### src/design/peek_pkg.sv
`default_nettype none

package peek_pkg;

    localparam int WORD_W     = 32;
    localparam int ADDR_W     = 10;
    localparam int MEM_WORDS  = 1024;
    localparam int FILL_WORDS = 64;
    localparam int COUNT_W    = $clog2(FILL_WORDS + 1);
    localparam int DIV_CNT    = 50;
    localparam int DIV_W      = $clog2(DIV_CNT);

    localparam logic [1:0] PEEK_MEM   = 2'd0;
    localparam logic [1:0] PEEK_COUNT = 2'd1;

    localparam logic [6:0] SEG_BLANK = 7'h7F;

    // One request on the shared memory port.
    typedef struct packed {
        logic              req;
        logic              we;
        logic [ADDR_W-1:0] addr;
        logic [WORD_W-1:0] wdata;
    } mem_req_t;

    // Peek source and address as set on the board keys and switches.
    typedef struct packed {
        logic [1:0]        id;
        logic [ADDR_W-1:0] addr;
    } peek_sel_t;

endpackage

`default_nettype wire
### src/design/enable_div.sv
`default_nettype none

module enable_div
    import peek_pkg::*;
(
    input  logic clk,
    input  logic rst_n,
    output logic refresh
);

    logic [DIV_W-1:0] cnt;

    // The strobe is registered, so it lands one cycle after the wrap value is seen.
    always_ff @(posedge clk or negedge rst_n)
    begin
        if (!rst_n)
        begin
            cnt     <= '0;
            refresh <= 1'b0;
        end
        else if (cnt == DIV_W'(DIV_CNT - 1))
        begin
            cnt     <= '0;
            refresh <= 1'b1;
        end
        else
        begin
            cnt     <= cnt + 1'b1;
            refresh <= 1'b0;
        end
    end

endmodule

`default_nettype wire

### config.mk
export PLATFORM = sky130hd
export DESIGN_NAME = enable_div
export DESIGN_NICKNAME = d
export VERILOG_FILES = /design/src/design/peek_pkg.sv /design/src/design/enable_div.sv
export SDC_FILE = /design/constraint.sdc
export NUM_CORES = 1
export LEC_CHECK = 0
export ABC_AREA = 1
export BUFFER_PORTS_ARGS = -buffer_cell sky130_fd_sc_hd__buf_2
export CORE_AREA = 10 10 47 49
export DETAILED_ROUTE_END_ITERATION = 10
export DIE_AREA = 0 0 57 59
export PLACE_DENSITY = 0.5
export SETUP_SLACK_MARGIN = 0.02
export SYNTH_ARGS = -nofsm -noshare
export SYNTH_HDL_FRONTEND = slang
export SYNTH_SLANG_ARGS = --single-unit
### constraint.sdc
create_clock -name clk -period 1.21 [get_ports clk]
set_clock_uncertainty 0.1 [all_clocks]
set_input_delay 0.0605 -clock clk [delete_from_list [all_inputs] [get_ports clk]]
set_output_delay 0.0605 -clock clk [all_outputs]
set_load 0.02 [all_outputs]
# Yosys cells after proc, flatten, opt, wreduce, memory -nomap -nowiden
# Index checks and enable logic that the tools add are counted.
# op_classes
addsub,1
n_eq_ne,1
n_mux,2
# ops
operator,n
$add A6 B1 Y6 const B,1
$eq A6 B6 Y1 const B,1
$mux W6,1
$mux W1,1
# word_totals
regBits,7
inputBits,2
out_inout_bits,1
wordCells,6

# Depth between registers and ports, before layout
# depth
word_depth,2
depth_mapped,5
ltp_nobuf,5

# Worst setup path before layout
# No wires, ideal clock.
# synth_timing
kind,reg2reg
from,register cnt[0]
to,register cnt[2]
setup_time_ns,0.120
t_arrival_ns,0.817
required_time_ns,0.990
setup_slack_ns,0.173
stages_incl_launch_ff,4
path_buffers,0
period_less_slack_ns,1.037
cell_sequence,dfrtp_1 > ha_1 > xnor2_1 > nor2_1
# synth_between
elab_chain_len,2
elab_cells_between_ends,3
classes_between,1 x add/sub; 1 x eq/ne; 1 x mux
# synth_rtl
item,line_no,source
start: declaration,enable_div.sv:11,logic [DIV_W-1:0] cnt;
start signal: assignment,enable_div.sv:28,cnt <= cnt + 1'b1;
$add A6 B1 Y6 or $eq A6 B6 Y1 (tied branches),"enable_div.sv:28, enable_div.sv:21",
$mux W6 (*),enable_div.sv:21,else if (cnt == DIV_W'(DIV_CNT - 1))
# Mark *: on every way between the ends. The rest lies on a longest branch, timed or not.

# Worst setup path after layout
# layout_timing
from,register cnt[1]
to,register cnt[0]
# layout_between
elab_chain_len,2
# layout_rtl
item,line_no
$eq A6 B6 Y1,enable_div.sv:21
$mux W6,enable_div.sv:21
# No other way between the ends.

==> impl_metrics.ini <==
[hold_path]
hold_class = in -> async

[clock_network]
clk_pin_slew_ns = 0.06
numCtsBuffers = 3
post-cts-setup-buffers = 0
insertion_delay_ns = 0.25
clockBufferDepth = 2
cts_tree = built
clock-sinks = 7
root_buffer = clkbuf_4
htree_levels = 1

[route]
drc = 0
totalWireLength_um = 533
drt.antenna.violating_nets = 0
wl_per_cell_um = 9.190
drtPass1Iterations = 2
vias = 226
initialDrtViolationCount = 4
viasPerCell = 3.897

[grt]
grtUsageTotal_pct = 4.205
antenna_found_initial = 0
grt_pass1_vias = 271
grt_pass1_wl_um = 1110
overflow = 0
grt_max_degree = 8

[floorplanning]
chipWidth_um = 57
start_util_pct = 23.04
die_area_mm2 = 0.003363
row_count = 14
core_area_mm2 = 0.001401
die_y_um = 59
io_pins = 3

[critical_path]
cp_data_required_time_ns = 1.24
critPathMaxStageDelay_ns = 0.39
cp.arrival_ns = 1.16
end_kind = flop
worstSetupPathType = reg -> reg
crit_fanout = 4
cp_slowest_cell = dfrtp_1
crit_path_start_kind = flop
cp_cell_sequence = inv_1 -> ha_1 -> nand4_1 -> inv_2 -> nor2_1

[layout]
antenna-diode-count = 0
fin_nets = 47
fillers = 158
synthToLayoutAreaGrowth_pct = 21.32
drive_gt1_share_pct = 21.43

[timing]
worstMarginPinSlew_ns = 0.1896
rsz0062_at_grt = false
drv_slew = 0
finalSetupViolCount = 0
setup_tns_ns = 0
whs_ns = 0.07189
timing.final.crit_share_pct = 92.97
fmax_mhz = 888.9
fin_crit_ns = 1.125
hold_viol = 0
maxSlewHeadroom_pct = 87.36

[yosys]
synthFlopType = dfrtp_1
avgSynthCellArea_um2 = 9.223
yosysTopAreaCell = dfrtp_1
ys_top_cells_by_area = dfrtp_1 54%, ha_1 7.8%, nor2_1 7.0%
syn_nets = 39
synth_edf_count = 0
syn_inst = 35
synthArstFlopShare_pct = 100.0
synth_commonest_cells = 7 x dfrtp_1, 6 x nor2_1, 5 x inv_1, 5 x nand2_1, 3 x nand3_1
post_synth_num_cell_types = 11
synth_top_area_share_pct = 54.26
syn_area_um2 = 322.8
ys_ff_latch = 7
yosysMostFrequentCell = dfrtp_1
yosysWarnings = 0
ys_seq_area_share_pct = 54.26

[power]
vdd_drop_max_mv = 0.4969
p_clk_share_pct = 46.8
p_per_area_mw_per_mm2 = 1164
p_switching_uw = 92.29
combPwrFrac_pct = 1.8
switching_share_pct = 20.25
power.internal_uw = 363.5
pwr-share-seq_pct = 51.4
p_leak_nw = 0.1943

[place]
globalplace.congestion = 0.7482
dp_hpwl_um = 389.3
io_buffers = 2

[job]
cap_violations = 0

[run_status]
outcome = finished clean
stage by stage:
step,setup slack [ns],instances,power [mW],util [%],instance area (um^2)
after floorplan,0.1727,35,0.2384,-,322.8
after global placement,0.08391,53,0.2443,25.18,352.8
after detailed placement,0.08170,53,0.2445,25.18,352.8
after CTS,0.07104,58,0.4622,27.77,389.1
after global routing,0.03089,58,0.4819,27.95,391.6
final,0.08501,58,0.4557,27.95,391.6
cells by family (layout without fill, tap and decap cells):
family / Yosys count / count (layout) / synth area share [%]
AND/OR/NAND/NOR: 16 / 16 / 22.87
flip-flops: 7 / 7 / 54.26
AO/OA/AOI/OAI: 1 / 1 / 1.549
XOR/XNOR: 2 / 2 / 5.427
adder cells (fa/ha/maj): 2 / 2 / 7.751
buffers and inverters: 7 / 14 / 8.141
repair_timing:
action,CTS,global route
setup endpoints to repair,0,3
gates resized for setup,0,1
hold buffers,1,0
endpoints found under the hold margin,7,0
final timing paths:
kind / start / endpoint / slack (ns) / depth (start not counted)
max: cnt[1] / cnt[0] / 0.09 / 5
min: rst_n / cnt[5] / 0.07 / 2
max reg2reg: cnt[1] / cnt[0] / 0.09 / 5
min reg2reg: cnt[0] / cnt[0] / 0.40 / 1
max in group asynchronous: rst_n / cnt[0] / 0.78 / 2
min in group clk: cnt[0] / cnt[0] / 0.40 / 1
flip-flops by register name, summed over array words and instances, names as in the netlist:
signal   cells
refresh      1
cnt          6
critical path, delay by kind of cell, from the launching register on:
kind / cells / cell delay (ns)
flip-flops: 1 / 0.39
adder cells (fa/ha/maj): 1 / 0.14
buffers and inverters: 2 / 0.18
AND/OR/NAND/NOR: 2 / 0.20
layout make-up:
class                      instances  area [um^2]  area share (%)
inverter                           7        26.28           6.709
clock buffer                       4        26.28           6.709
timing repair buffer               3        20.02           5.112
tap                               16        20.02           5.112
multi-input combinational         21        123.9           31.63
sequential                         7        175.2           44.73
layout by cell type, fill, tap and decap left out, drive strengths merged:
cell	n
dfrtp	7
clkbuf	4
buf	2
nand4	1
xnor2	2
nand3	3
nand2	5
nor2	7
inv	7
a21oi	1
ha	2
dlygate4sd3	1
power groups by stage:
stage	Clock (mW)	Sequential [mW]	Combinational, mW
after floorplan	0	0.238	0.0000000824
after global placement	0	0.238	0.00593
after detailed placement	0	0.238	0.00610
after CTS	0.220	0.234	0.00839
after global routing	0.239	0.234	0.00887
final	0.213	0.234	0.00818
layer usage:
layer	track usage (%)	routed length, um	vias to the layer above
met4	4.027	0	0
met1	5.030	294	103
met3	1.931	14	0
met2	5.271	224	3
met5	0	0	-
li1	-	-	120
Note: power is estimated with default switching activity, not from simulation.
