## src/design/peek_pkg.sv

```systemverilog
`default_nettype none

package peek_pkg;

    localparam int WORD_W     = 32;
    localparam int ADDR_W     = 10;
    localparam int MEM_WORDS  = 1024;
    localparam int FILL_WORDS = 64;
    localparam int COUNT_W    = $clog2(FILL_WORDS + 1);
    localparam int DIV_CNT    = 50;
    localparam int DIV_W      = $clog2(DIV_CNT);

    localparam logic [1:0] PEEK_MEM   = 2'd0;
    localparam logic [1:0] PEEK_COUNT = 2'd1;

    localparam logic [6:0] SEG_BLANK = 7'h7F;

    // One request on the shared memory port.
    typedef struct packed {
        logic              req;
        logic              we;
        logic [ADDR_W-1:0] addr;
        logic [WORD_W-1:0] wdata;
    } mem_req_t;

    // Peek source and address as set on the board keys and switches.
    typedef struct packed {
        logic [1:0]        id;
        logic [ADDR_W-1:0] addr;
    } peek_sel_t;

endpackage

`default_nettype wire
```

## src/design/hex_display.sv

```systemverilog
`default_nettype none

module hex_display
    import peek_pkg::*;
(
    input  logic             clk,
    input  logic             rst_n,
    input  logic             refresh,
    input  logic [23:0]      value,
    output logic [5:0][6:0]  hex
);

    logic [23:0] disp_q;
    logic        shown;

    // Active-low segments with segment g in bit 6.
    function automatic logic [6:0] seg7(input logic [3:0] nib);
        logic [6:0] s;
        case (nib)
            4'h0: s = 7'b1000000;
            4'h1: s = 7'b1111001;
            4'h2: s = 7'b0100100;
            4'h3: s = 7'b0110000;
            4'h4: s = 7'b0011001;
            4'h5: s = 7'b0010010;
            4'h6: s = 7'b0000010;
            4'h7: s = 7'b1111000;
            4'h8: s = 7'b0000000;
            4'h9: s = 7'b0010000;
            4'hA: s = 7'b0001000;
            4'hB: s = 7'b0000011;
            4'hC: s = 7'b1000110;
            4'hD: s = 7'b0100001;
            4'hE: s = 7'b0000110;
            default: s = 7'b0001110;
        endcase
        return s;
    endfunction

    always_ff @(posedge clk or negedge rst_n)
    begin
        if (!rst_n)
        begin
            disp_q <= '0;
            shown  <= 1'b0;
        end
        else if (refresh)
        begin
            disp_q <= value;
            shown  <= 1'b1;
        end
    end

    // Digits stay dark until the first strobe has loaded a value.
    always_comb
    begin
        for (int i = 0; i < 6; i++)
        begin
            hex[i] = shown ? seg7(disp_q[4*i +: 4]) : SEG_BLANK;
        end
    end

endmodule

`default_nettype wire

```

## config.mk

```make
export PLATFORM = sky130hd
export DESIGN_NAME = hex_display
export DESIGN_NICKNAME = d
export VERILOG_FILES = /design/src/design/peek_pkg.sv /design/src/design/hex_display.sv
export SDC_FILE = /design/constraint.sdc
export NUM_CORES = 1
export LEC_CHECK = 0
export ABC_AREA = 1
export BUFFER_PORTS_ARGS = -buffer_cell sky130_fd_sc_hd__buf_2
export CORE_MARGIN = 1
export CORE_UTILIZATION = 55
export CTS_CLUSTER_SIZE = 12
export DETAILED_ROUTE_END_ITERATION = 10
export GPL_TIMING_DRIVEN = 1
export PLACE_DENSITY_LB_ADDON = 0.3
export SYNTH_ARGS = -nofsm -noshare
export SYNTH_HDL_FRONTEND = slang
export SYNTH_SLANG_ARGS = --single-unit
```

## constraint.sdc

```tcl
create_clock -name clk -period 1.85 [get_ports clk]
set_input_delay 0.2775 -clock clk [delete_from_list [all_inputs] [get_ports clk]]
set_output_delay 0.2775 -clock clk [all_outputs]
set_load 0.01 [all_outputs]
```

=== Word-level counts from Yosys, hierarchy flattened ===
Memory sizes are Yosys's and may differ from the RTL's.
Cells that the tools add are included.
Widths: inputs -> output; s select.

* Input port bits: 27
* Memories: 6
* Bits in registers: 25
* Memory bits (read-only): 672
* Output and inout port bits: 42

* Muxes and demuxes: 6

{| class="wikitable"
|+ Memory list
! memory !! words !! bits a word !! read ports !! clocked after memory_dff !! wr ports !! line !! text
|-
| (no name shown) || 16 || 7 || 1 || 0 || 0 || hex_display.sv:19 || <nowiki>case (nib)</nowiki>
|-
| (no name shown) || 16 || 7 || 1 || 0 || 0 || hex_display.sv:19 ||
|-
| (no name shown) || 16 || 7 || 1 || 0 || 0 || hex_display.sv:19 ||
|-
| (no name shown) || 16 || 7 || 1 || 0 || 0 || hex_display.sv:19 ||
|-
| (no name shown) || 16 || 7 || 1 || 0 || 0 || hex_display.sv:19 ||
|-
| (no name shown) || 16 || 7 || 1 || 0 || 0 || hex_display.sv:19 ||
|}

{| class="wikitable"
|+ Operators with widths
! cell !! number
|-
| $mux 7 || 6
|}

=== Longest topological paths before layout ===
An unclocked memory read counts as a cell.

* Depth after elaboration: 2
* Depth in mapped cells: 7
* Depth with buffers taken out: 7

=== Worst setup path after synthesis ===
No wires, ideal clock.

* Path kind: reg2out
* From: register disp_q[4]
* To: output port hex[10] in the netlist's numbering
* Arrival time: 1.100 ns
* Buffers on the path: 0
* Path slack: 0.473 ns
* Cell stages (with the launch flop): 8
* Cells stage by stage: dfrtp_1 inv_1 ha_1 inv_1 nand2_1 nand2_1 nand2_1 nand3_1

{| class="wikitable"
|+ RTL lines
! what !! line !! text
|-
| start, declared || hex_display.sv:13 || <nowiki>logic [23:0] disp_q;</nowiki>
|-
| start signal, assigned || hex_display.sv:49 || <nowiki>disp_q <= value;</nowiki>
|-
| end, declared || hex_display.sv:10 || <nowiki>output logic [5:0][6:0] hex</nowiki>
|}

==> flow_summary.yaml <==
placement:
  place.port_buffers: 68
  dp_hpwl_um: 4166
  gp_congestion: 0.8827
  dp.cells: 496
sta:
  fmax_mhz: 566.0
  min_period_ps: 1767
  worst_pin_slew_ps: 532.5
  hold_viol: 25
  clock_skew_ps: 0
  slew_violations: 0
  setup_violations: 0
  finalCritPeriodShare: 0.9550
  finalSetupTns_ps: 0
  fin_hold_ws_ps: -12.46
  rsz0062_at_grt: "yes"
  slew_headroom: 0.6450
worst_setup_path:
  critPathMaxFanout: 6
  critPathArrivalTime_ps: 1490
  cp.required_ps: 1570
  startpoint_type: "flip-flop"
  criticalPathCategory: "flip-flop to primary output"
  cp-end-kind: "primary output"
synth:
  syn-instance-count: 392
  yosys_warnings: 0
  synth.distinct_cells: 15
  synth_area_um2: 2648
  synth_seq_cells: 25
  postSynthAreaPerCell_um2: 6.754
  seq_area_frac_synth: 0.2363
  synth_nets: 461
worst_hold_path:
  min_path_type: "input port to async pin"
finish:
  final_cell_mix: "142 x nand2_1, 74 x nand3_1, 68 x buf_2"
  nets: 528
  n_antenna_cell: 0
  area_delta_synth_final_pct: 17.34
  finalNonFillerCells: 510
  final_common_cell: "nand2_1"
  layout-drive-gt1-share: 0.2729
drt:
  viasPerCell: 5.071
  wl_met2_um: 2662
  ant_nets: 0
  dr.pass1.iters: 10
  route.met3.wl_um: 203
  wl_per_cell_um: 11.14
  drc: 3
  routed_wirelength_um: 5679
  drt-met1-wl_um: 2793
  first_iter_violations: 118
  top_layer: "met4"
  vias: 2586
clock_network:
  clk_latency_ps: 260
  cts_tree: "yes"
  cts_max_path_buffers: 2
  cts_made_buffers: 3
  clkTransAtPathRegs_ps: 80
  htree_levels: 1
  cts.sinks: 25
  cts_root_buf: "clkbuf_8"
power:
  leakage_nw: 1.821
  power_density_nw_per_um2: 575.7
  peakVddDrop_mv: 0.4035
outcome:
  violations: "DRC, hold timing"
  status: "finished, violations left"
floorplanning:
  core_area_um2: 4504
  die_x_um: 71.38
  fp.dieH_um: 71.38
  start_util: 0.5878
  boundaryPins: 69
  dieArea_um2: 5095
  row_count: 24
global_route:
  grt_pass1_vias: 2160
  grt_max_degree: 50
  grt_pass1_wl_um: 9411
  grt_use_total: 0.2238
  antenna_found_initial: 0
  grt_overflow_total: 0
job:
  maxCapViolCount: 0
critical path, cell delays in order (launching register included):
cell and delay [ps]:
dfrtp_1 440, inv_2 100, ha_1 310, inv_1 40
nand2_1 50, nand2_1 50, nand2_1 50, nand3_1 60
buf_2 140
worst paths after layout:
check | depth (start not counted) | start | slack [ps] | to
setup / recovery | 8 | disp_q[5] | 80 | hex[10]
hold / removal | 1 | rst_n | -10 | disp_q[20]
setup reg to reg | 2 | shown | 890 | shown
hold reg to reg | 2 | disp_q[8] | 620 | disp_q[8]
max in group asynchronous | 1 | rst_n | 1470 | disp_q[17]
min in group clk | 3 | value[12] | 220 | disp_q[12]
per-stage QoR:
| stage | instance area, um2 | setup slack [ps] | hold slack (ps) | total power, W | utilization |
|---|---|---|---|---|---|
| final | 3107 | 83.16 | -12.46 | 0.001789 | 0.6897 |
| after global routing | 3107 | -47.13 | 31.32 | 0.001947 | 0.6897 |
| after CTS | 2987 | 3.113 | 11.00 | 0.001747 | 0.6631 |
| after detailed placement | 2933 | 296.6 | 300.2 | 0.001430 | 0.6511 |
| after global placement | 2933 | 311.9 | 296.0 | 0.001424 | 0.6511 |
| after floorplan | 2648 | 472.8 | -18.09 | 0.001201 | - |
logic make-up after synthesis:
kind of cell | count (synthesis) | share of synthesized area
adders and majority gates | 42 | 0.1985
AOI/OAI and AO/OA | 42 | 0.09640
and+or+nand+nor | 224 | 0.3535
buffers and inverters | 59 | 0.1153
DFF | 25 | 0.2363
sequential cells by signal (all words and copies together), names as in the netlist:
| register | cells |
|---|---|
| shown | 1 |
| disp_q | 24 |
power breakdown:
part	switching, W	internal, W
Sequential	0.0000957	0.000596
Clock	0.000160	0.000150
Combinational	0.000456	0.000332
Total	0.000711	0.00108
per-layer routing:
layer  global-route usage  vias to the layer above
met5                    0                        -
met4              0.03778                        0
met3              0.02110                        2
met2               0.3767                       53
met1               0.3181                     1142
li1                     -                     1389
timing repair:
action | in CTS | in global routing
buffers inserted | 1 | 9
setup endpoints to repair | 1 | 25
hold buffers | 0 | 0
gates resized for setup | 0 | 29
layout make-up:
| cell class | instances | area (um2) |
|---|---|---|
| Clock inverter | 1 | 5.005 |
| Tap cell | 52 | 65.06 |
| Timing Repair Buffer | 81 | 450.4 |
| Clock buffer | 3 | 41.29 |
| Fill cell | 409 | 1398 |
| Sequential cell | 25 | 635.6 |
| Inverter | 40 | 157.7 |
| Multi-Input combinational cell | 308 | 1752 |
cells in the mapped netlist (all sizes together):
master  count  share of area
nor2        6         0.0085
buf        19          0.059
o21ai      39          0.088
nand3      74           0.14
o211ai      3         0.0085
dfrtp      25           0.24
inv        40          0.057
or2         1         0.0024
ha         42           0.20
nand2     143           0.20
Note: power is estimated with default switching activity, not from simulation.
