<file path="config.mk">
export PLATFORM = sky130hd
export DESIGN_NAME = fill_engine
export DESIGN_NICKNAME = d
export VERILOG_FILES = /design/src/design/peek_pkg.sv /design/src/design/fill_engine.sv
export SDC_FILE = /design/constraint.sdc
export NUM_CORES = 1
export LEC_CHECK = 0
export ABC_AREA = 1
export BUFFER_PORTS_ARGS = -buffer_cell sky130_fd_sc_hd__buf_2
export CAP_MARGIN = 20
export CORE_MARGIN = 5
export CORE_UTILIZATION = 27
export CTS_CLUSTER_DIAMETER = 150
export CTS_CLUSTER_SIZE = 20
export DETAILED_ROUTE_END_ITERATION = 10
export PLACE_DENSITY = 0.54
export SYNTH_ARGS = -nofsm -noshare
export SYNTH_HDL_FRONTEND = slang
export SYNTH_SLANG_ARGS = --single-unit
</file>
<file path="constraint.sdc">
create_clock -name clk -period 1.9 [get_ports clk]
set_input_delay 0.475 -clock clk [delete_from_list [all_inputs] [get_ports clk]]
set_output_delay 0.475 -clock clk [all_outputs]
set_load 0.1 [all_outputs]
</file>
<file path="src/design/peek_pkg.sv">
`default_nettype none

package peek_pkg;

    localparam int WORD_W     = 32;
    localparam int ADDR_W     = 10;
    localparam int MEM_WORDS  = 1024;
    localparam int FILL_WORDS = 64;
    localparam int COUNT_W    = $clog2(FILL_WORDS + 1);
    localparam int DIV_CNT    = 50;
    localparam int DIV_W      = $clog2(DIV_CNT);

    localparam logic [1:0] PEEK_MEM   = 2'd0;
    localparam logic [1:0] PEEK_COUNT = 2'd1;

    localparam logic [6:0] SEG_BLANK = 7'h7F;

    // One request on the shared memory port.
    typedef struct packed {
        logic              req;
        logic              we;
        logic [ADDR_W-1:0] addr;
        logic [WORD_W-1:0] wdata;
    } mem_req_t;

    // Peek source and address as set on the board keys and switches.
    typedef struct packed {
        logic [1:0]        id;
        logic [ADDR_W-1:0] addr;
    } peek_sel_t;

endpackage

`default_nettype wire
</file>
<file path="src/design/fill_engine.sv">
`default_nettype none

module fill_engine
    import peek_pkg::*;
(
    input  logic               clk,
    input  logic               rst_n,
    input  logic               start_n,
    input  logic [ADDR_W-1:0]  base,
    input  logic               grant,
    output mem_req_t           fill_req,
    output logic               fill_busy,
    output logic [COUNT_W-1:0] fill_count
);

    logic              start_q;
    logic              launch;
    logic [ADDR_W-1:0] base_q;
    logic [ADDR_W-1:0] wr_addr;

    // A press is a high-to-low step of the key while no fill runs.
    assign launch = start_q & ~start_n & ~fill_busy;

    always_ff @(posedge clk or negedge rst_n)
    begin
        if (!rst_n)
        begin
            start_q    <= 1'b1;
            fill_busy  <= 1'b0;
            fill_count <= '0;
        end
        else
        begin
            start_q <= start_n;
            if (launch)
            begin
                fill_busy  <= 1'b1;
                fill_count <= '0;
            end
            else if (fill_busy && grant)
            begin
                fill_count <= fill_count + 1'b1;
                if (fill_count == COUNT_W'(FILL_WORDS - 1))
                    fill_busy <= 1'b0;
            end
        end
    end

    always_ff @(posedge clk)
    begin
        if (launch)
            base_q <= base;
    end

    // The word count doubles as the write address.
    assign wr_addr = ADDR_W'(fill_count);

    always_comb
    begin
        fill_req.req   = fill_busy;
        fill_req.we    = 1'b1;
        fill_req.addr  = wr_addr;
        fill_req.wdata = (WORD_W'(base_q) << 16) + WORD_W'(wr_addr);
    end

endmodule

`default_nettype wire

</file>
After elaboration in Yosys (flattened, before gate mapping):

Cells that the tools add are included.

* register bits after elaboration: 19
* bits in latches: 0
* memory bits (writable): 0
* bits in read-only memories: 0
* input bits: 14
* output and inout bits: 52
* logic and storage cells: 20
* memories: 0

* $add $sub $neg: 2
* multipliers: 0
* div/mod/pow operators: 0
* $lt $le $gt $ge: 0
* equality and inequality tests: 1
* shift operators: 0
* multiplexer cells: 5
* bitwise logic cells: 4
* reduce and logical (&&, ||, !) cells: 4

Operator list (count)
* adder 26 x 7 -> 27 bit: 1
* two-way mux 7 bit: 2
* adder 7 x 1 -> 7 bit, second input constant: 1
* equality test 7 x 6 -> 1 bit, second input constant: 1
* nonzero test 2 bit: 2
* two-way mux 1 bit: 3
* bitwise AND 1 bit: 2
* inverter 1 bit: 2
* AND reduction 2 bit: 1
* logical AND 1 bit: 1

Longest topological paths before layout:

* depth in word-level cells: 5
* depth in mapped cells: 6
* gate-level depth less buffers: 6

Least setup slack after synthesis:

No wires, ideal clock.

* path type: register to output
* from: register fill_count[3]
* to: output fill_req[35] in the netlist's numbering
* arrival time: 1435 ps
* required time: 1425 ps
* slack: -10 ps
* cell stages (with the launch flop): 2
* path buffers: 1
* path through: dfrtp_1 -> buf_4

RTL lines
* from (decl): line fill_engine.sv:13 `output logic [COUNT_W-1:0] fill_count`
* from (signal assigned): line fill_engine.sv:42 `fill_count <= fill_count + 1'b1;`
* to (decl): line fill_engine.sv:11 `output mem_req_t fill_req,`

No word-level cell between the ends.

Final worst setup path:

* from: register fill_count[0]
* to: output fill_req[32] in the netlist's numbering

No word-level cell between the ends.

==> impl_metrics.ini <==
[yosys]
synth_cell_types = 22
syn_area_sq_um = 1050
yosys_warnings = 0
synthFlopType = edfxtp_1
async_flop_share = 0.474
synth_top_area_cell = edfxtp_1
synth.top_cells.by_area = edfxtp_1 (28%), buf_4 (24%), dfrtp_1 (19%)
synthDominantCellAreaShare = 0.285
synthTopCellsByCount = buf_4 (34), nand2_1 (13), edfxtp_1 (10), dfrtp_1 (8), inv_1 (8)
ys_ff_latch = 19
avgSynthCellArea_sq_um = 10.2
syn_inst = 103
synth-edff-count = 10
yosysMostFrequentCell = buf_4
seq_area_frac_synth = 0.499

[finish]
num_antenna_cells = 0
final_cells = 184
nets = 152
area_growth_pct = 13.9
drive_gt1_frac = 0.456
nFillCells = 385

[die]
start_util = 0.284
dieHeight_um = 72.5
die-area_sq_um = 5260
io_pins = 66
die_x_um = 72.5
core_area_sq_um = 3720
core.rowCount = 22

[grt]
gr-total-overflow = 0
grt_first_pass_wirelength_um = 2880
antenna_found_initial = 0
grt_max_degree = 12
grt_pass1_vias = 609
grt_use_total = 0.0723

[worst_setup_path]
reg2reg_depth = 4
crit_family = buffers and inverters
worst-path-buf-inv = 1
r2r_slack_ps = 410
cpPeakStageDelay_ps = 470
worstSetupStartpointType = register
r2r_end = base_q[4]$_DFFE_PN_
cp.required_ps = 1420
startpoint = fill_count[0]$_DFFE_PN0P_
cp_slowest_cell = buf_2
cp-end-kind = primary output
crit_arrival_ps = 1170
worstReg2RegStart = start_q$_DFF_PN1_
cp_max_fo = 8
path_class = register to primary output
cp_cell_sequence = buf_2

[power]
power_density_nw_per_um2 = 1790
switching_share = 0.643
pwr-share-seq = 0.260
clockPowerShare = 0.124
p_leak_nw = 0.644
internal-power_w = 0.000769
comb_power_share = 0.616
vdd_ir_drop_max_mv = 1.05
switchingPower_w = 0.00138

[routing]
dr.first_iter.drc_count = 5
dr.pass1.iters = 4
postRouteAntennaNets = 0
vias = 685
wire_per_inst_um = 10.4
totalWireLength_um = 1920
drc = 0
vias_per_cell = 3.72

[clocking]
cts_buffers = 3
cts_hold_buf = 0
post_cts_buffers = 0
cts_buffer_depth = 2
htreeDepth = 1
cts-resized-gates = 0
clk_latency_ps = 250
clk_pin_slew_ps = 60
cts_root_buffer = clkbuf_8
cts_num_sinks = 19
cts_tree = yes

[timing]
fmax_mhz = 607
period_share = 0.867
final_max_slew_viol_count = 0
period_needed_ps = 1650
hold_ws_ps = 69.2
fin_tns_setup_ps = 0
rsz0062_at_grt = no
setup_viol = 0
hold_violations = 0
skew_ps = 3.38

[status]
status = complete, no violations

[job]
cap_violations = 0

[placement]
placedCellCount = 180
dp_hpwl_um = 1590
io_buffers = 46
routabilityCongestion = 0.744

[min_path]
min_path_type = input pin to async pin
-- worst max path at each step --
| stage | end | slack [ps] | cells after the start |
|---|---|---|---|
| 2_1_floorplan | fill_req[0] | 4 | 1 |
| 3_3_place_gp | base_q[4]$_DFFE_PN_ | 360 | 4 |
| 3_5_place_dp | base_q[4]$_DFFE_PN_ | 310 | 4 |
| 4_1_cts | fill_req[0] | 230 | 1 |
| 5_1_grt | fill_req[32] | 180 | 1 |
| 6_report | fill_req[32] | 250 | 1 |
-- worst register-to-register path, cell delays in order, from the launching register on --
cell and delay (ps):
dfstp_2 520, inv_1 30, nor2_1 70, nand2_1 170
inv_1 360
-- power by group through the flow --
stage,sequential (W),clock (W),combinational [W]
6_report,0.000560,0.000267,0.00133
2_1_floorplan,0.000896,0,0.000975
5_1_grt,0.000577,0.000299,0.00136
3_3_place_gp,0.000567,0,0.00133
4_1_cts,0.000563,0.000281,0.00133
3_5_place_dp,0.000572,0,0.00133
-- state kept, by name, indices dropped and copies added, names as in the netlist --
register	cells
base_q	10
fill_count	7
fill_busy	1
start_q	1
-- routing by layer --
metal  vias up  global-route usage  wire length (um)
met3         4              0.0277               308
li1        338                   -                 -
met2        45               0.108               839
met4         0              0.0430                23
met5         -                   0                 0
met1       298              0.0876               748
-- logic make-up (layout without fill, tap and decap cells) --
family,Yosys count,after routing,synth area share
compound gates,5,5,0.0297
fa+ha+maj,1,1,0.0119
buf+inv,43,59,0.274
flops,19,19,0.499
other cells,2,19,0.00712
simple gates,33,33,0.178
-- layout make-up --
class	count	area (sq um)	area share
well taps	48	60.1	0.0500
flip-flops and latches	19	529	0.441
multi-input cells	58	303	0.252
clock buffers	4	45.0	0.0375
repair buffers	46	230	0.192
inverters	9	33.8	0.0281
-- layout by cell type (no fill, tap or decap) --
| master | instances |
|---|---|
| nand4_1 | 1 |
| nor2_8 | 1 |
| nand2_1 | 13 |
| conb_1 | 19 |
| o21bai_1 | 1 |
| buf_2 | 46 |
| clkbuf_1 | 1 |
| nand3_4 | 1 |
| a21oi_1 | 2 |
| nor2_2 | 2 |
| a21oi_2 | 1 |
| nor2_1 | 6 |
| o21ai_0 | 1 |
| inv_2 | 1 |
| edfxtp_1 | 10 |
| ha_1 | 1 |
| dfstp_2 | 1 |
| dfrtp_2 | 2 |
| inv_1 | 8 |
| nand3_1 | 5 |
| nand2_2 | 2 |
| clkbuf_8 | 3 |
| dfrtp_1 | 6 |
| nand2_4 | 1 |
| nor2_4 | 1 |
-- stage by stage --
stage	utilization	total power [W]	setup WS, ps	area, sq um
global placement	0.311	0.00190	356	1160
floorplan	-	0.00187	3.83	1120
global route	0.323	0.00223	185	1200
detailed placement	0.311	0.00190	306	1160
CTS	0.323	0.00218	234	1200
finish	0.323	0.00215	252	1200
(Power assumes the default switching activity.)
