## src/design/peek_pkg.sv

```systemverilog
`default_nettype none

package peek_pkg;

    localparam int WORD_W     = 32;
    localparam int ADDR_W     = 10;
    localparam int MEM_WORDS  = 1024;
    localparam int FILL_WORDS = 64;
    localparam int COUNT_W    = $clog2(FILL_WORDS + 1);
    localparam int DIV_CNT    = 50;
    localparam int DIV_W      = $clog2(DIV_CNT);

    localparam logic [1:0] PEEK_MEM   = 2'd0;
    localparam logic [1:0] PEEK_COUNT = 2'd1;

    localparam logic [6:0] SEG_BLANK = 7'h7F;

    // One request on the shared memory port.
    typedef struct packed {
        logic              req;
        logic              we;
        logic [ADDR_W-1:0] addr;
        logic [WORD_W-1:0] wdata;
    } mem_req_t;

    // Peek source and address as set on the board keys and switches.
    typedef struct packed {
        logic [1:0]        id;
        logic [ADDR_W-1:0] addr;
    } peek_sel_t;

endpackage

`default_nettype wire
```

## src/design/peek_unit.sv

```systemverilog
`default_nettype none

module peek_unit
    import peek_pkg::*;
(
    input  logic               clk,
    input  logic               rst_n,
    input  peek_sel_t          sel,
    input  logic [COUNT_W-1:0] fill_count,
    output mem_req_t           peek_req,
    input  logic               grant,
    input  logic               read_valid,
    input  logic [WORD_W-1:0]  rdata,
    output logic [WORD_W-1:0]  peek_data
);

    logic [1:0] id_q;
    logic       use_word;

    // A read of the switch address is asked for on every cycle.
    always_comb
    begin
        peek_req.req   = 1'b1;
        peek_req.we    = 1'b0;
        peek_req.addr  = sel.addr;
        peek_req.wdata = '0;
    end

    // The id travels with the read so a word is only taken for a memory peek.
    always_ff @(posedge clk or negedge rst_n)
    begin
        if (!rst_n)
            id_q <= PEEK_MEM;
        else if (grant)
            id_q <= sel.id;
    end

    assign use_word = read_valid && (id_q == PEEK_MEM);

    always_ff @(posedge clk or negedge rst_n)
    begin
        if (!rst_n)
            peek_data <= '0;
        else
        begin
            case (sel.id)
                PEEK_MEM:
                begin
                    // Starved reads during a fill leave the last word in place.
                    if (use_word)
                        peek_data <= rdata;
                end
                PEEK_COUNT:
                    peek_data <= WORD_W'(fill_count);
                default:
                    peek_data <= '0;
            endcase
        end
    end

endmodule

`default_nettype wire

```

## config.mk

```make
export PLATFORM = sky130hd
export DESIGN_NAME = peek_unit
export DESIGN_NICKNAME = d
export VERILOG_FILES = /design/src/design/peek_pkg.sv /design/src/design/peek_unit.sv
export SDC_FILE = /design/constraint.sdc
export NUM_CORES = 1
export LEC_CHECK = 0
export ABC_AREA = 1
export BUFFER_PORTS_ARGS = -buffer_cell sky130_fd_sc_hd__buf_2
export CAP_MARGIN = 40
export CORE_ASPECT_RATIO = 0.8
export CORE_MARGIN = 5
export CORE_UTILIZATION = 42
export DETAILED_ROUTE_END_ITERATION = 16
export GPL_TIMING_DRIVEN = 0
export PLACE_DENSITY_LB_ADDON = 0.2
export SLEW_MARGIN = 5
export SYNTH_ARGS = -nofsm -noshare
export SYNTH_HDL_FRONTEND = slang
export SYNTH_SLANG_ARGS = --single-unit
```

## constraint.sdc

```tcl
create_clock -name clk -period 1.4 [get_ports clk]
set_clock_uncertainty 0.15 [all_clocks]
set_input_delay 0.14 -clock clk [delete_from_list [all_inputs] [get_ports clk]]
set_output_delay 0.14 -clock clk [all_outputs]
set_load 0.01 [all_outputs]
```

# ---- Word-level counts from Yosys, hierarchy flattened
# Index checks and enable logic that the tools add are counted.
dict set report op_classes {
  n_mux 2
  reduce_logical 3
  n_eq_ne 2
}
# cell count
set op_table {}
lappend op_table {{$pmux 32 s2} 1}
lappend op_table {{$mux 32} 1}
lappend op_table {{$logic_not 2->1} 2}
lappend op_table {{$eq 2x1->1 const B} 1}
lappend op_table {{$ne 2x2->1 const B} 1}
lappend op_table {{$logic_and 1x1->1} 1}
dict set report totals {
  reg_bits 34
  output_inout_bits 76
  wordCells 9
  input_bits 55
}

# ---- Depth between registers and ports, before layout
dict set report depth {
  word_depth 4
  depth_mapped 7
  depth_no_buf 5
}

# ---- Worst setup path after synthesis
# Ideal clock, no wire load.
dict set report synth_path {
  kind {register to register}
  from {reg id_q[1]}
  to {reg peek_data[10]}
  synth_period_minus_slack_ns 1.211
  path_stages_with_launch 6
  t_required_ns 1.132
  arrival_time_ns 0.942
  n_path_buf 1
  path_slack_ns 0.189
  path_cell_list {dfrtp_1 -> nor2_4 -> nand2_2 -> buf_2 -> nand3_1 -> nand2_1}
}
dict set report synth_between {
  elab_chain_len 3
}
# item line_no
set synth_lines {}
lappend synth_lines {{from (decl)} peek_unit.sv:17} ;# logic [1:0] id_q;
lappend synth_lines {{from (signal assigned)} peek_unit.sv:35} ;# id_q <= sel.id;
lappend synth_lines {{$logic_not 2->1} peek_unit.sv:38} ;# assign use_word = read_valid && (id_q == PEEK_MEM);
lappend synth_lines {{$logic_and 1x1->1} peek_unit.sv:38}
lappend synth_lines {{$ne 2x2->1 (no source line)} -}
lappend synth_lines {{to (signal assigned)} peek_unit.sv:51} ;# peek_data <= rdata;
lappend synth_lines {{to (signal assigned)} peek_unit.sv:54} ;# peek_data <= WORD_W'(fill_count);
lappend synth_lines {{to (decl)} peek_unit.sv:14} ;# output logic [WORD_W-1:0] peek_data
# No other way between the ends.
# A chain may end at the register's enable or synchronous reset.

# ---- Final worst setup path
dict set report layout_path {
  from {reg id_q[0]}
  to {reg peek_data[30]}
}
# Same word-level chain as after synthesis.

==> results.yml <==
final_layout:
  multi_input_area_um2: 738
  final.fill_count: 405
  nNetsFinal: 429
  drive_gt1_share_pct: 41.4
  syn_to_final_growth_pct: 51.8
  layout.area.seq_um2: 851
  diodes: 0
clock_tree:
  numCtsBuffers: 5
  clk_pin_slew_worst_paths_ns: 0.07
  htreeDepth: 2
  cts.path.max_buffers: 2
  cts.sinks: 34
  clock_latency_ns: 0.27
  cts_tree: "done"
  cts_root_buf: "clkbuf_8"
die:
  start_util_pct: 42.6
  num_rows: 22
  dieWidth_um: 85.6
  fp.coreArea_um2: 4510
  ios: 131
  die_area_um2: 6040
  fp.dieH_um: 70.5
synth:
  yosys.area_share.simple_pct: 30.7
  syn_inst: 221
  synthMuxAreaShare_pct: 0.586
  syn-cell-area_um2: 1920
  synth-seq-cells: 34
  synth_compound_gate_area_share_pct: 0.260
  synth-xor-area-share_pct: 0
  ys_types: 15
  synthAdderAreaFrac_pct: 0
  synth_top_family_by_area: "simple AND/OR/NAND/NOR gates"
  syn_area_per_cell_um2: 8.70
  yosysSeqAreaShare_pct: 44.3
  yosys_warnings: 0
place:
  port_buffers: 84
  pre_cts_ws_ns: 0.0172
  dp_hpwl_um: 3870
  gp_congestion: 0.696
setup_path:
  worst_setup_path_end_kind: "register"
  cp_max_fo: 10
  start_kind: "register"
  cp.required_ns: 1.47
  critPathMaxStageDelay_ns: 0.40
  crit_family: "simple AND/OR/NAND/NOR gates"
  slowest_stage: "dfrtp_1"
  path_cells: "nor2_4 -> buf_2 -> nand4_1 -> nand2_1"
  path_class: "register to register"
  arrival_ns: 1.38
  path_buf_inv: 1
routing:
  drc: 0
  via_per_inst: 4.50
  wl_um: 5560
  drtAntennaViolNets: 0
  vias: 1954
  drt-initial-drc-count: 89
  wire_per_inst_um: 12.8
  drt-pass1-iter-count: 4
timing:
  finalCritPeriodShare_pct: 93.6
  relSlewSlack_pct: 48.5
  fin_setup_tns_ns: 0
  hold_viol: 0
  postLayoutSetupSlackWorst_ns: 0.0898
  rsz0062_at_grt: "false"
  worst_slew_pin_slew_ns: 0.773
  finalMaxSlewViolations: 0
  fin_crit_ns: 1.31
  clock.fmax_mhz: 763
  setup_viol: 0
power:
  p_per_area_nw_per_um2: 768
  p_leak_nw: 1.77
  vdd_ir_drop_max_uv: 450
  total_power_mw: 2.24
flow_run:
  drv_cap: 0
global_routing:
  antenna_found_initial: 0
  gr-total-overflow: 0
  grt_max_degree: 35
  grt_pass1_wl_um: 8970
  grt_usage_pct: 18.5
  grt_pass1_vias: 1946
outcome:
  outcome: "finished clean"
min_path:
  hp-class: "input port to register"
## flip-flops by register name, summed over array words and instances (netlist names)
register / count
peek_data: 32
id_q: 2
## cell usage in the layout, fill, tap and decap left out, types with 2 or more instances in the layout
cell and n:
buf_2 88, nor2_4 2, clkbuf_1 4, nand4_1 25, dlygate4sd3_1 27, nand2_1 53
buf_6 7, dfrtp_1 34, nand3_1 39, conb_1 34, buf_4 50, clkbuf_8 5
## layout make-up
| class | count | area share [%] |
|---|---|---|
| flip-flops and latches | 34 | 29.2 |
| multi-input cells | 158 | 25.3 |
| clock buffers | 7 | 2.62 |
| plain buffers | 60 | 15.7 |
| well taps | 60 | 2.57 |
| repair buffers | 114 | 24.5 |
| inverters | 1 | 0.129 |
## kinds of logic after synthesis
logic type	Yosys count
buffers and inverters	61
other	2
AOI/OAI and AO/OA	1
and+or+nand+nor	122
DFF	34
muxes	1
## worst reg2reg max path, stage by stage (launching register included)
cell	delay, ns
dfrtp_1	0.40
nor2_4	0.21
buf_2	0.27
nand4_1	0.13
nand2_1	0.08
## worst paths after layout
check	slack [ns]	from	end	cells past startpoint
worst max register to register	0.09	id_q[0]	peek_data[30]	4
worst max-delay path	0.09	id_q[0]	peek_data[30]	4
max in group asynchronous	0.28	rst_n	peek_data[7]	2
worst min-delay path	0.005	rdata[4]	peek_data[4]	5
min in group asynchronous	0.33	rst_n	peek_data[27]	2
worst min register to register	0.36	peek_data[29]	peek_data[29]	2
## report_power, final
part | switching (mW) | internal (mW)
clock | 0.320 | 0.342
combinational | 0.269 | 0.269
sequential | 0.0212 | 1.02
## per-stage QoR
stage	cells	instance area [µm²]	hold slack, ns	util [%]
global placement	397	2540	0.0975	56.2
CTS	431	2880	0.00121	63.9
detailed placement	397	2540	0.107	56.2
finish	434	2920	0.00501	64.6
floorplan	253	2040	-0.306	-
global route	434	2920	0.0115	64.6
## cell usage after synthesis
master	count	share of area [%]
conb_1	2	0.39
inv_1	1	0.20
buf_4	45	18
a21oi_1	1	0.26
nand3_1	39	10
buf_2	6	1.6
nand4_1	25	8.1
nor2_4	2	1.2
dfrtp_1	34	44
nor2_1	1	0.20
nand2_2	2	0.65
nand2_1	53	10
mux2_2	1	0.59
buf_6	7	4.1
clkbuf_1	2	0.39
## layer usage
layer	up-vias	wire [µm]	global-route usage [%]
li1	967	-	-
met1	896	2400	25.2
met2	89	2670	29.6
met3	2	463	4.83
met4	0	18	3.87
met5	-	0	0
## what timing repair did
action,in CTS,in global routing
buffers inserted,0,3
endpoints found under the hold margin,61,0
gates resized for setup,0,5
hold buffers,27,0
endpoints found under the setup margin,0,30
(Power assumes the default switching activity.)
