File: config.mk
export PLATFORM = sky130hd
export DESIGN_NAME = mem_arbiter
export DESIGN_NICKNAME = d
export VERILOG_FILES = /design/src/design/peek_pkg.sv /design/src/design/mem_arbiter.sv
export SDC_FILE = /design/constraint.sdc
export NUM_CORES = 1
export LEC_CHECK = 0
export BUFFER_PORTS_ARGS = -buffer_cell sky130_fd_sc_hd__buf_2
export CAP_MARGIN = 10
export CORE_MARGIN = 3
export CORE_UTILIZATION = 27
export DETAILED_ROUTE_END_ITERATION = 12
export PLACE_DENSITY_LB_ADDON = 0.15
export RECOVER_POWER = 100
export SLEW_MARGIN = 20
export SYNTH_ARGS = -nofsm -noshare
export SYNTH_HDL_FRONTEND = slang
export SYNTH_SLANG_ARGS = --single-unit
File: constraint.sdc
create_clock -name clk -period 1.3 [get_ports clk]
set_input_delay 0.26 -clock clk [delete_from_list [all_inputs] [get_ports clk]]
set_output_delay 0.26 -clock clk [all_outputs]
set_load 0.05 [all_outputs]
File: src/design/peek_pkg.sv
`default_nettype none

package peek_pkg;

    localparam int WORD_W     = 32;
    localparam int ADDR_W     = 10;
    localparam int MEM_WORDS  = 1024;
    localparam int FILL_WORDS = 64;
    localparam int COUNT_W    = $clog2(FILL_WORDS + 1);
    localparam int DIV_CNT    = 50;
    localparam int DIV_W      = $clog2(DIV_CNT);

    localparam logic [1:0] PEEK_MEM   = 2'd0;
    localparam logic [1:0] PEEK_COUNT = 2'd1;

    localparam logic [6:0] SEG_BLANK = 7'h7F;

    // One request on the shared memory port.
    typedef struct packed {
        logic              req;
        logic              we;
        logic [ADDR_W-1:0] addr;
        logic [WORD_W-1:0] wdata;
    } mem_req_t;

    // Peek source and address as set on the board keys and switches.
    typedef struct packed {
        logic [1:0]        id;
        logic [ADDR_W-1:0] addr;
    } peek_sel_t;

endpackage

`default_nettype wire
File: src/design/mem_arbiter.sv
`default_nettype none

module mem_arbiter
    import peek_pkg::*;
(
    input  logic     clk,
    input  logic     rst_n,
    input  mem_req_t fill_req,
    input  mem_req_t peek_req,
    output logic     grant_fill,
    output logic     grant_peek,
    output mem_req_t mem_req,
    output logic     read_valid
);

    logic rd_pend;

    // The fill engine always wins and the peek reader gets the idle cycles.
    assign grant_fill = fill_req.req;
    assign grant_peek = peek_req.req & ~fill_req.req;

    // Without a fill the peek request passes through, and its own req says whether it is live.
    always_comb
    begin
        if (grant_fill)
            mem_req = fill_req;
        else
            mem_req = peek_req;
    end

    // Marks the word that the memory returns for a granted peek read.
    always_ff @(posedge clk or negedge rst_n)
    begin
        if (!rst_n)
            rd_pend <= 1'b0;
        else
            rd_pend <= grant_peek & ~peek_req.we;
    end

    assign read_valid = rd_pend;

endmodule

`default_nettype wire

# == Word-level counts from Yosys, hierarchy flattened ==
# Cells that the tools add are included.
# W data, S select, Z words.
# totals
input_bits,90
regBits,1
output_inout_bits,47
# op_classes
n_bitwise,4
n_mux,1
# op_table
op,n
$mux W44,1
$and A1 B1 Y1,2
$not A1 Y1,2

# == Longest topological paths before layout ==
# Gate-level depths: netlist (run 1).
# depth
ltp_word,3
depth_mapped,3
ltp_nobuf,1

# == Worst setup path after synthesis (run 1) ==
# No wires, ideal clock.
# synth_timing
path_kind,input to output
startpoint,in fill_req[43] (netlist name)
endpoint,out grant_peek
t_arrival_ns,1.242
path_buffers,2
required_time_ns,1.040
path_stages,3
slack_ns,-0.202
path_cell_list,buf_6 > buf_8 > nor2b_1
# synth_between
elab_chain_cells,2
# synth_lines
element,line_no,source
from (decl),mem_arbiter.sv:8,"input mem_req_t fill_req,"
$not A1 Y1,mem_arbiter.sv:20,assign grant_peek = peek_req.req & ~fill_req.req;
$and A1 B1 Y1,mem_arbiter.sv:20,
to (decl),mem_arbiter.sv:11,"output logic grant_peek,"
# No other way between the ends.

==> results of run 1 <==
[stage by stage]
| stage | TNS [ns] | power, mW | instance area (µm²) | util |
|---|---|---|---|---|
| floorplan | 0 | 0.6871 | 764.5 | - |
| global placement | -3.843 | 0.8924 | 1436 | 0.5546 |
| detailed placement | -4.288 | 0.9015 | 1436 | 0.5546 |
| CTS | -0.01006 | 1.052 | 1717 | 0.6628 |
| global route | -0.005667 | 1.131 | 1812 | 0.6995 |
| finish | 0 | 1.086 | 1812 | 0.6995 |
[report_power, final]
part	leakage, nW	switching [mW]	internal (mW)
Combinational	1.03	0.567	0.486
Sequential	0.0135	0.000223	0.0329
Clock	0	0	0
[final timing paths]
path	slack, ns	from	endpoint	cells after the start
setup / recovery	0.02	fill_req[43]	mem_req[18]	4
hold / removal	0.03	rst_n	read_valid$_DFF_PN0_	1
max in group asynchronous	1.18	rst_n	read_valid$_DFF_PN0_	1
min in group clk	0.44	peek_req[42]	read_valid$_DFF_PN0_	2
[cells by family after synthesis]
| family | after synthesis | share of synthesized area |
|---|---|---|
| flops | 1 | 0.03284 |
| mux | 43 | 0.8177 |
| simple gates | 3 | 0.02629 |
| buf+inv | 6 | 0.1232 |
[critical path, stage by stage]
cell    delay, ns
buf_16       0.13
buf_16       0.14
mux2_4       0.29
buf_4        0.19
[repair_timing]
action / CTS / global route
setup endpoints to repair: 44 / 27
setup buffers: 0 / 0
gates resized for setup: 77 / 11
pin swaps: 0 / 0
hold buffers: 0 / 0
cloned: 2 / 2
[cells in the mapped netlist (all sizes together)]
cell type  count  share of area
mux2          43           0.82
buf            6           0.12
dfrtp          1          0.033
nor2b          1         0.0082
nor3b          1         0.0099
or2            1         0.0082
[layout make-up]
type                    instances  area share
multi-input cells              46      0.3564
flip-flops and latches          1     0.01381
well taps                      30     0.02072
repair buffers                143      0.6091
[routing by layer]
metal	routed length, µm	share of wire
met1	889	0.29
met2	1812	0.59
met3	366	0.12
met4	0	0
met5	0	0
==> flow_summary.html, run 1 <==
<table>
<tr><th>Metric</th><th>Value</th></tr>
<tr><th colspan="2">Layout</th></tr>
<tr><td>Share of cells above drive strength 1</td><td>0.9842</td></tr>
<tr><td>Max FFs per register</td><td>1</td></tr>
<tr><td>Area added between synthesis and finish</td><td>137.8%</td></tr>
<tr><td>Number of nets in the layout</td><td>approximately 280</td></tr>
<tr><td>Register cell area after layout</td><td>~25 µm²</td></tr>
<tr><td>Leading cell type in the layout, fill and taps excluded</td><td>buf_2</td></tr>
<tr><td>Commonest cells after routing, fill and taps aside</td><td>buf_2, mux2_4, buf_6, buf_4, mux2_2</td></tr>
<tr><td>Fillers</td><td>between 200 and 250</td></tr>
<tr><td>Inserted Diodes</td><td>0</td></tr>
<tr><td>Non-Filler Instances</td><td>220</td></tr>
<tr><td>Area taken by multi-input logic gates</td><td>between 600 and 700 µm²</td></tr>
<tr><th colspan="2">Yosys</th></tr>
<tr><td>Synthesized instance count</td><td>53</td></tr>
<tr><td>Number of distinct library cells after synthesis</td><td>10</td></tr>
<tr><td>Nets in the synthesized netlist</td><td>roughly 140</td></tr>
<tr><td>Number of warnings issued by yosys</td><td>0</td></tr>
<tr><td>Avg Inst Size Synth</td><td>roughly 14 µm²</td></tr>
<tr><td>Sequential area share after synthesis</td><td>0.03284</td></tr>
<tr><td>Post-synthesis register bit count</td><td>1</td></tr>
<tr><td>Synthesized cell area</td><td>roughly 760 µm²</td></tr>
<tr><th colspan="2">Die</th></tr>
<tr><td>Die X-Extent</td><td>slightly below 60 µm</td></tr>
<tr><td>Die Footprint</td><td>about 3500 µm²</td></tr>
<tr><td>Core Area</td><td>roughly 2600 µm²</td></tr>
<tr><td>Overall die height</td><td>between 50 and 60 µm</td></tr>
<tr><td>Initial core utilization</td><td>0.2942</td></tr>
<tr><td>Number of placed I/O pins</td><td>roughly 140</td></tr>
<tr><td>Number of placement rows</td><td>18</td></tr>
<tr><th colspan="2">GRT</th></tr>
<tr><td>Met1 Track Usage GR</td><td>0.1523</td></tr>
<tr><td>Global Route met2 Usage</td><td>0.3375</td></tr>
<tr><td>Pin count of the biggest net entering global routing</td><td>13</td></tr>
<tr><td>Congestion Overflow GR</td><td>0</td></tr>
<tr><td>Global-route wire length before repair</td><td>4319 µm</td></tr>
<tr><td>Vias in the first global route</td><td>1041</td></tr>
<tr><td>GR Layer Usage met3</td><td>0.01961</td></tr>
<tr><td>GRT busiest layer</td><td>met2</td></tr>
<tr><td>Global-route usage over all layers</td><td>0.1523</td></tr>
<tr><td>Initial antenna violation count</td><td>0</td></tr>
<tr><th colspan="2">STA</th></tr>
<tr><td>Fmax achieved</td><td>approximately 780 MHz</td></tr>
<tr><td>Max-slew violations</td><td>0</td></tr>
<tr><td>Slew Limit Headroom</td><td>0.5984</td></tr>
<tr><td>Setup violations, final</td><td>0</td></tr>
<tr><td>Slew of the pin with the lowest slew margin</td><td>about 0.6 ns</td></tr>
<tr><td>Final hold vios</td><td>0</td></tr>
<tr><td>Worst Slack Setup Final</td><td>~0.02 ns</td></tr>
<tr><td>Worst hold slack after final layout</td><td>0.03416 ns</td></tr>
<tr><td>Setup repair after global routing missed its margin</td><td>true</td></tr>
<tr><td>Final clock period utilization by the worst path</td><td>0.9846</td></tr>
<tr><td>Minimum period implied by the final worst setup slack</td><td>~1.3 ns</td></tr>
<tr><th colspan="2">Worst setup path</th></tr>
<tr><td>Worst Path Arrival</td><td>approximately 1.0 ns</td></tr>
<tr><td>Required @ worst endpoint</td><td>1.04 ns</td></tr>
<tr><td>Critical Setup Path Class</td><td>primary input to primary output</td></tr>
<tr><td>Capturing element type of the critical path</td><td>primary output</td></tr>
<tr><td>Kind of start point of the critical path</td><td>primary input</td></tr>
<tr><td>Largest fanout of any net on the critical path</td><td>7</td></tr>
<tr><th colspan="2">Min path</th></tr>
<tr><td>Min-delay worst type</td><td>primary input to async pin</td></tr>
<tr><th colspan="2">Flow run</th></tr>
<tr><td>Max-capacitance violation count</td><td>0</td></tr>
<tr><th colspan="2">Detailed routing</th></tr>
<tr><td>Per-cell routed wire length</td><td>approximately 14 µm</td></tr>
<tr><td>DR pass1 iterations</td><td>4</td></tr>
<tr><td>Vias per cell</td><td>approximately 4.5</td></tr>
<tr><td>DRC violation total after the first TritonRoute iteration</td><td>15</td></tr>
<tr><td>DRC violations left</td><td>0</td></tr>
<tr><td>Number of vias in the routed layout</td><td>between 900 and 1000</td></tr>
<tr><td>Detail Route Antenna Nets</td><td>0</td></tr>
<tr><td>Routed wire length</td><td>3069 µm</td></tr>
<tr><th colspan="2">Placement</th></tr>
<tr><td>Count of buffers from port buffering</td><td>~140</td></tr>
<tr><td>Placer Congestion</td><td>0.5922</td></tr>
<tr><td>Number of cells in the design after placement</td><td>216</td></tr>
<tr><td>Setup WS pre-CTS</td><td>-0.1271 ns</td></tr>
<tr><th colspan="2">Power</th></tr>
<tr><td>Static leakage power</td><td>roughly 1.0 nW</td></tr>
<tr><td>Power per standard cell area</td><td>599.3 nW/µm²</td></tr>
<tr><td>Worst IR Drop VDD</td><td>between 0.5 and 0.6 mV</td></tr>
<tr><th colspan="2">Outcome</th></tr>
<tr><td>Result of the run</td><td>complete, no violations</td></tr>
<tr><th colspan="2">Clocking</th></tr>
<tr><td>Clock transition time at the flip-flop clock pins of the worst setup and hold paths</td><td>0 ns</td></tr>
</table>
Power figures use the tool's default switching activity.
==> run 2: changes to the inputs <==
Settings changed: CELL_PAD_IN_SITES_DETAIL_PLACEMENT set to 0, CELL_PAD_IN_SITES_GLOBAL_PLACEMENT set to 1, CORE_UTILIZATION 27 to 16.
==> run 2 against run 1 <==
Design area increased by 1.2%. Combinational power hardly changed. Sequential share of layout area barely moved. Final cell count is 9.5% higher. Global-route usage fell by 6.1 points. Worst setup slack worse by 0.0048 ns. Maximum frequency decreased by 0.37%. Die area is 61% higher. Wire length is 2.8% higher. Via count rose by 1.0%. Total power barely moved. Critical path depth is the same. Critical endpoint is now mem_req[30]. Largest cell class unchanged.
==> flow_summary.html, run 2 (same netlist as run 1, synthesis figures left out) <==
<table>
<tr><th>Metric</th><th>Value</th></tr>
<tr><th colspan="2">Detailed routing</th></tr>
<tr><td>Routed wire length</td><td>3156 µm (+2.8%)</td></tr>
<tr><td>Wl on met1</td><td>894 µm (+0.56%)</td></tr>
<tr><td>DRC violations left</td><td>0 (unchanged)</td></tr>
<tr><td>Detail Route Antenna Nets</td><td>0 (unchanged)</td></tr>
<tr><td>Highest metal used</td><td>met4</td></tr>
<tr><td>Number of vias in the routed layout</td><td>993 (+1.0%)</td></tr>
<tr><td>DR pass1 iterations</td><td>2 (-2)</td></tr>
<tr><td>Per-cell routed wire length</td><td>13.10 µm (-6.1%)</td></tr>
<tr><td>Vias per cell</td><td>4.120 (-7.8%)</td></tr>
<tr><td>Metal2 WL</td><td>1798 µm (-0.77%)</td></tr>
<tr><td>Total met3 wirelength after detailed routing</td><td>449 µm (+23%)</td></tr>
<tr><td>DRC violation total after the first TritonRoute iteration</td><td>6 (-9)</td></tr>
<tr><th colspan="2">Worst setup path</th></tr>
<tr><td>Kind of start point of the critical path</td><td>primary input</td></tr>
<tr><td>Largest fanout of any net on the critical path</td><td>7 (unchanged)</td></tr>
<tr><td>Capturing element type of the critical path</td><td>primary output</td></tr>
<tr><td>Required @ worst endpoint</td><td>1.04 ns (about the same)</td></tr>
<tr><td>Critical Setup Path Class</td><td>primary input to primary output</td></tr>
<tr><td>Worst Path Arrival</td><td>1.02 ns (about the same)</td></tr>
<tr><th colspan="2">Layout</th></tr>
<tr><td>Post-layout instance area</td><td>1833 µm² (+1.2%)</td></tr>
<tr><td>Register cell area after layout</td><td>25.02 µm² (unchanged)</td></tr>
<tr><td>Area taken by multi-input logic gates</td><td>645.6 µm² (unchanged)</td></tr>
<tr><td>Leading cell type in the layout, fill and taps excluded</td><td>buf_2</td></tr>
<tr><td>Max FFs per register</td><td>1 (unchanged)</td></tr>
<tr><td>Number of nets in the layout</td><td>281 (-0.35%)</td></tr>
<tr><td>Area added between synthesis and finish</td><td>140.6%</td></tr>
<tr><td>Inserted Diodes</td><td>0 (unchanged)</td></tr>
<tr><td>Commonest cells after routing, fill and taps aside</td><td>buf_2, mux2_4, buf_6, buf_4, mux2_2</td></tr>
<tr><td>Fillers</td><td>433 (+110%)</td></tr>
<tr><td>End-of-flow core utilization</td><td>0.4097 (-0.2898)</td></tr>
<tr><td>Share of cells above drive strength 1</td><td>0.9841 (about the same)</td></tr>
<tr><th colspan="2">Min path</th></tr>
<tr><td>Min-delay worst type</td><td>primary input to async pin</td></tr>
<tr><th colspan="2">Placement</th></tr>
<tr><td>Placer Congestion</td><td>0.7058 (+19%)</td></tr>
<tr><td>Count of buffers from port buffering</td><td>136 (unchanged)</td></tr>
<tr><td>Dpl cell area</td><td>1456 µm² (+1.4%)</td></tr>
<tr><th colspan="2">Flow run</th></tr>
<tr><td>Max-capacitance violation count</td><td>0 (unchanged)</td></tr>
<tr><th colspan="2">STA</th></tr>
<tr><td>Setup violations, final</td><td>0 (unchanged)</td></tr>
<tr><td>Slew of the pin with the lowest slew margin</td><td>0.5934 ns (-0.01155 ns)</td></tr>
<tr><td>Summed negative setup slack over all endpoints</td><td>0 ns (unchanged)</td></tr>
<tr><td>Max-slew violations</td><td>0 (unchanged)</td></tr>
<tr><td>Setup repair after global routing missed its margin</td><td>true</td></tr>
<tr><td>Minimum period implied by the final worst setup slack</td><td>1.285 ns (+0.004787 ns)</td></tr>
<tr><td>Final hold vios</td><td>0 (unchanged)</td></tr>
<tr><td>Final clock period utilization by the worst path</td><td>0.9883 (+0.003682)</td></tr>
<tr><td>Fmax achieved</td><td>778.4 MHz (-0.37%)</td></tr>
<tr><td>Slew Limit Headroom</td><td>0.6061 (+0.007666)</td></tr>
<tr><th colspan="2">Die</th></tr>
<tr><td>Number of placement rows</td><td>24 (+6)</td></tr>
<tr><td>Overall die height</td><td>75.01 µm (+27%)</td></tr>
<tr><td>Initial core utilization</td><td>0.1703 (-0.1239)</td></tr>
<tr><td>Die Footprint</td><td>5627 µm² (+61%)</td></tr>
<tr><td>Number of placed I/O pins</td><td>137 (unchanged)</td></tr>
<tr><td>Die X-Extent</td><td>75.01 µm (+27%)</td></tr>
<tr><td>Core Area</td><td>4474 µm² (+73%)</td></tr>
<tr><th colspan="2">Outcome</th></tr>
<tr><td>Result of the run</td><td>complete, no violations</td></tr>
<tr><th colspan="2">GRT</th></tr>
<tr><td>Initial antenna violation count</td><td>0 (unchanged)</td></tr>
<tr><td>Congestion Overflow GR</td><td>0 (unchanged)</td></tr>
<tr><td>Pin count of the biggest net entering global routing</td><td>13 (unchanged)</td></tr>
<tr><td>Global-route usage over all layers</td><td>0.09081 (-0.06145)</td></tr>
<tr><td>Global-route wire length before repair</td><td>4146 µm (-4.0%)</td></tr>
<tr><td>Vias in the first global route</td><td>965 (-7.3%)</td></tr>
<tr><th colspan="2">Power</th></tr>
<tr><td>Worst IR Drop VDD</td><td>0.2417 mV (-52%)</td></tr>
<tr><td>Power per standard cell area</td><td>592.8 nW/µm² (-1.1%)</td></tr>
<tr><td>Static leakage power</td><td>1.042 nW (-0.52%)</td></tr>
<tr><th colspan="2">Clocking</th></tr>
<tr><td>Clock transition time at the flip-flop clock pins of the worst setup and hold paths</td><td>0 ns (unchanged)</td></tr>
</table>
-- run 2: cell count changes in the layout (fill, tap and decap cells not counted) --
| cell | before | now |
|---|---|---|
| buf_16 | 3 | 5 |
| buf_2 | 90 | 88 |
| buf_6 | 37 | 36 |
| clkbuf_16 | 2 | 0 |
| clkbuf_2 | 0 | 2 |
-- run 2: what timing repair did --
item / 4_1_cts / 5_1_grt
endpoints found under the setup margin: 44 / 15
cloned: 4 / 0
buffers inserted: 0 / 0
gates resized for setup: 79 / 10
hold buffers: 0 / 0
-- run 2: path summary, 6_finish.rpt --
kind	from	to	slack, ns	cells after the start
worst max-delay path	fill_req[43]	mem_req[30]	0.02	4
worst min-delay path	rst_n	read_valid$_DFF_PN0_	0.04	1
max in group asynchronous	rst_n	read_valid$_DFF_PN0_	1.18	1
min in group clk	peek_req[42]	read_valid$_DFF_PN0_	0.45	2
-- run 2: layout make-up --
type                            instances  share of cell area
Timing Repair Buffer                  142              0.5986
Multi-Input combinational cell         46              0.3522
Tap cell                               52             0.03549
Sequential cell                         1             0.01365
-- run 2: metal layers --
| metal | vias up | track usage |
|---|---|---|
| li1 | 474 | - |
| met2 | 89 | 0.2002 |
| met1 | 428 | 0.08419 |
| met4 | 0 | 0.003953 |
| met3 | 2 | 0.02270 |
| met5 | - | 0 |
-- run 2: report_power, final --
part           switching, mW  internal, mW  total, mW
clock network              0             0          0
logic                  0.568         0.486       1.05
registers           0.000286        0.0329     0.0332
-- run 2: per-stage QoR --
stage / std cells / hold slack [ns] / setup WS (ns) / total power [mW]
floorplan: 53 / -0.03559 / 0.05543 / 0.6871
global placement: 237 / 0.03497 / -0.1108 / 0.8946
detailed placement: 237 / 0.03661 / -0.1218 / 0.9012
CTS: 241 / 0.03685 / 0.0001801 / 1.075
global route: 241 / 0.03966 / -0.003778 / 1.132
finish: 241 / 0.03559 / 0.01524 / 1.087
-- run 2: worst max-delay path: stages --
cell,delay [ns]
buf_16,0.14
buf_12,0.14
mux2_4,0.29
buf_4,0.19
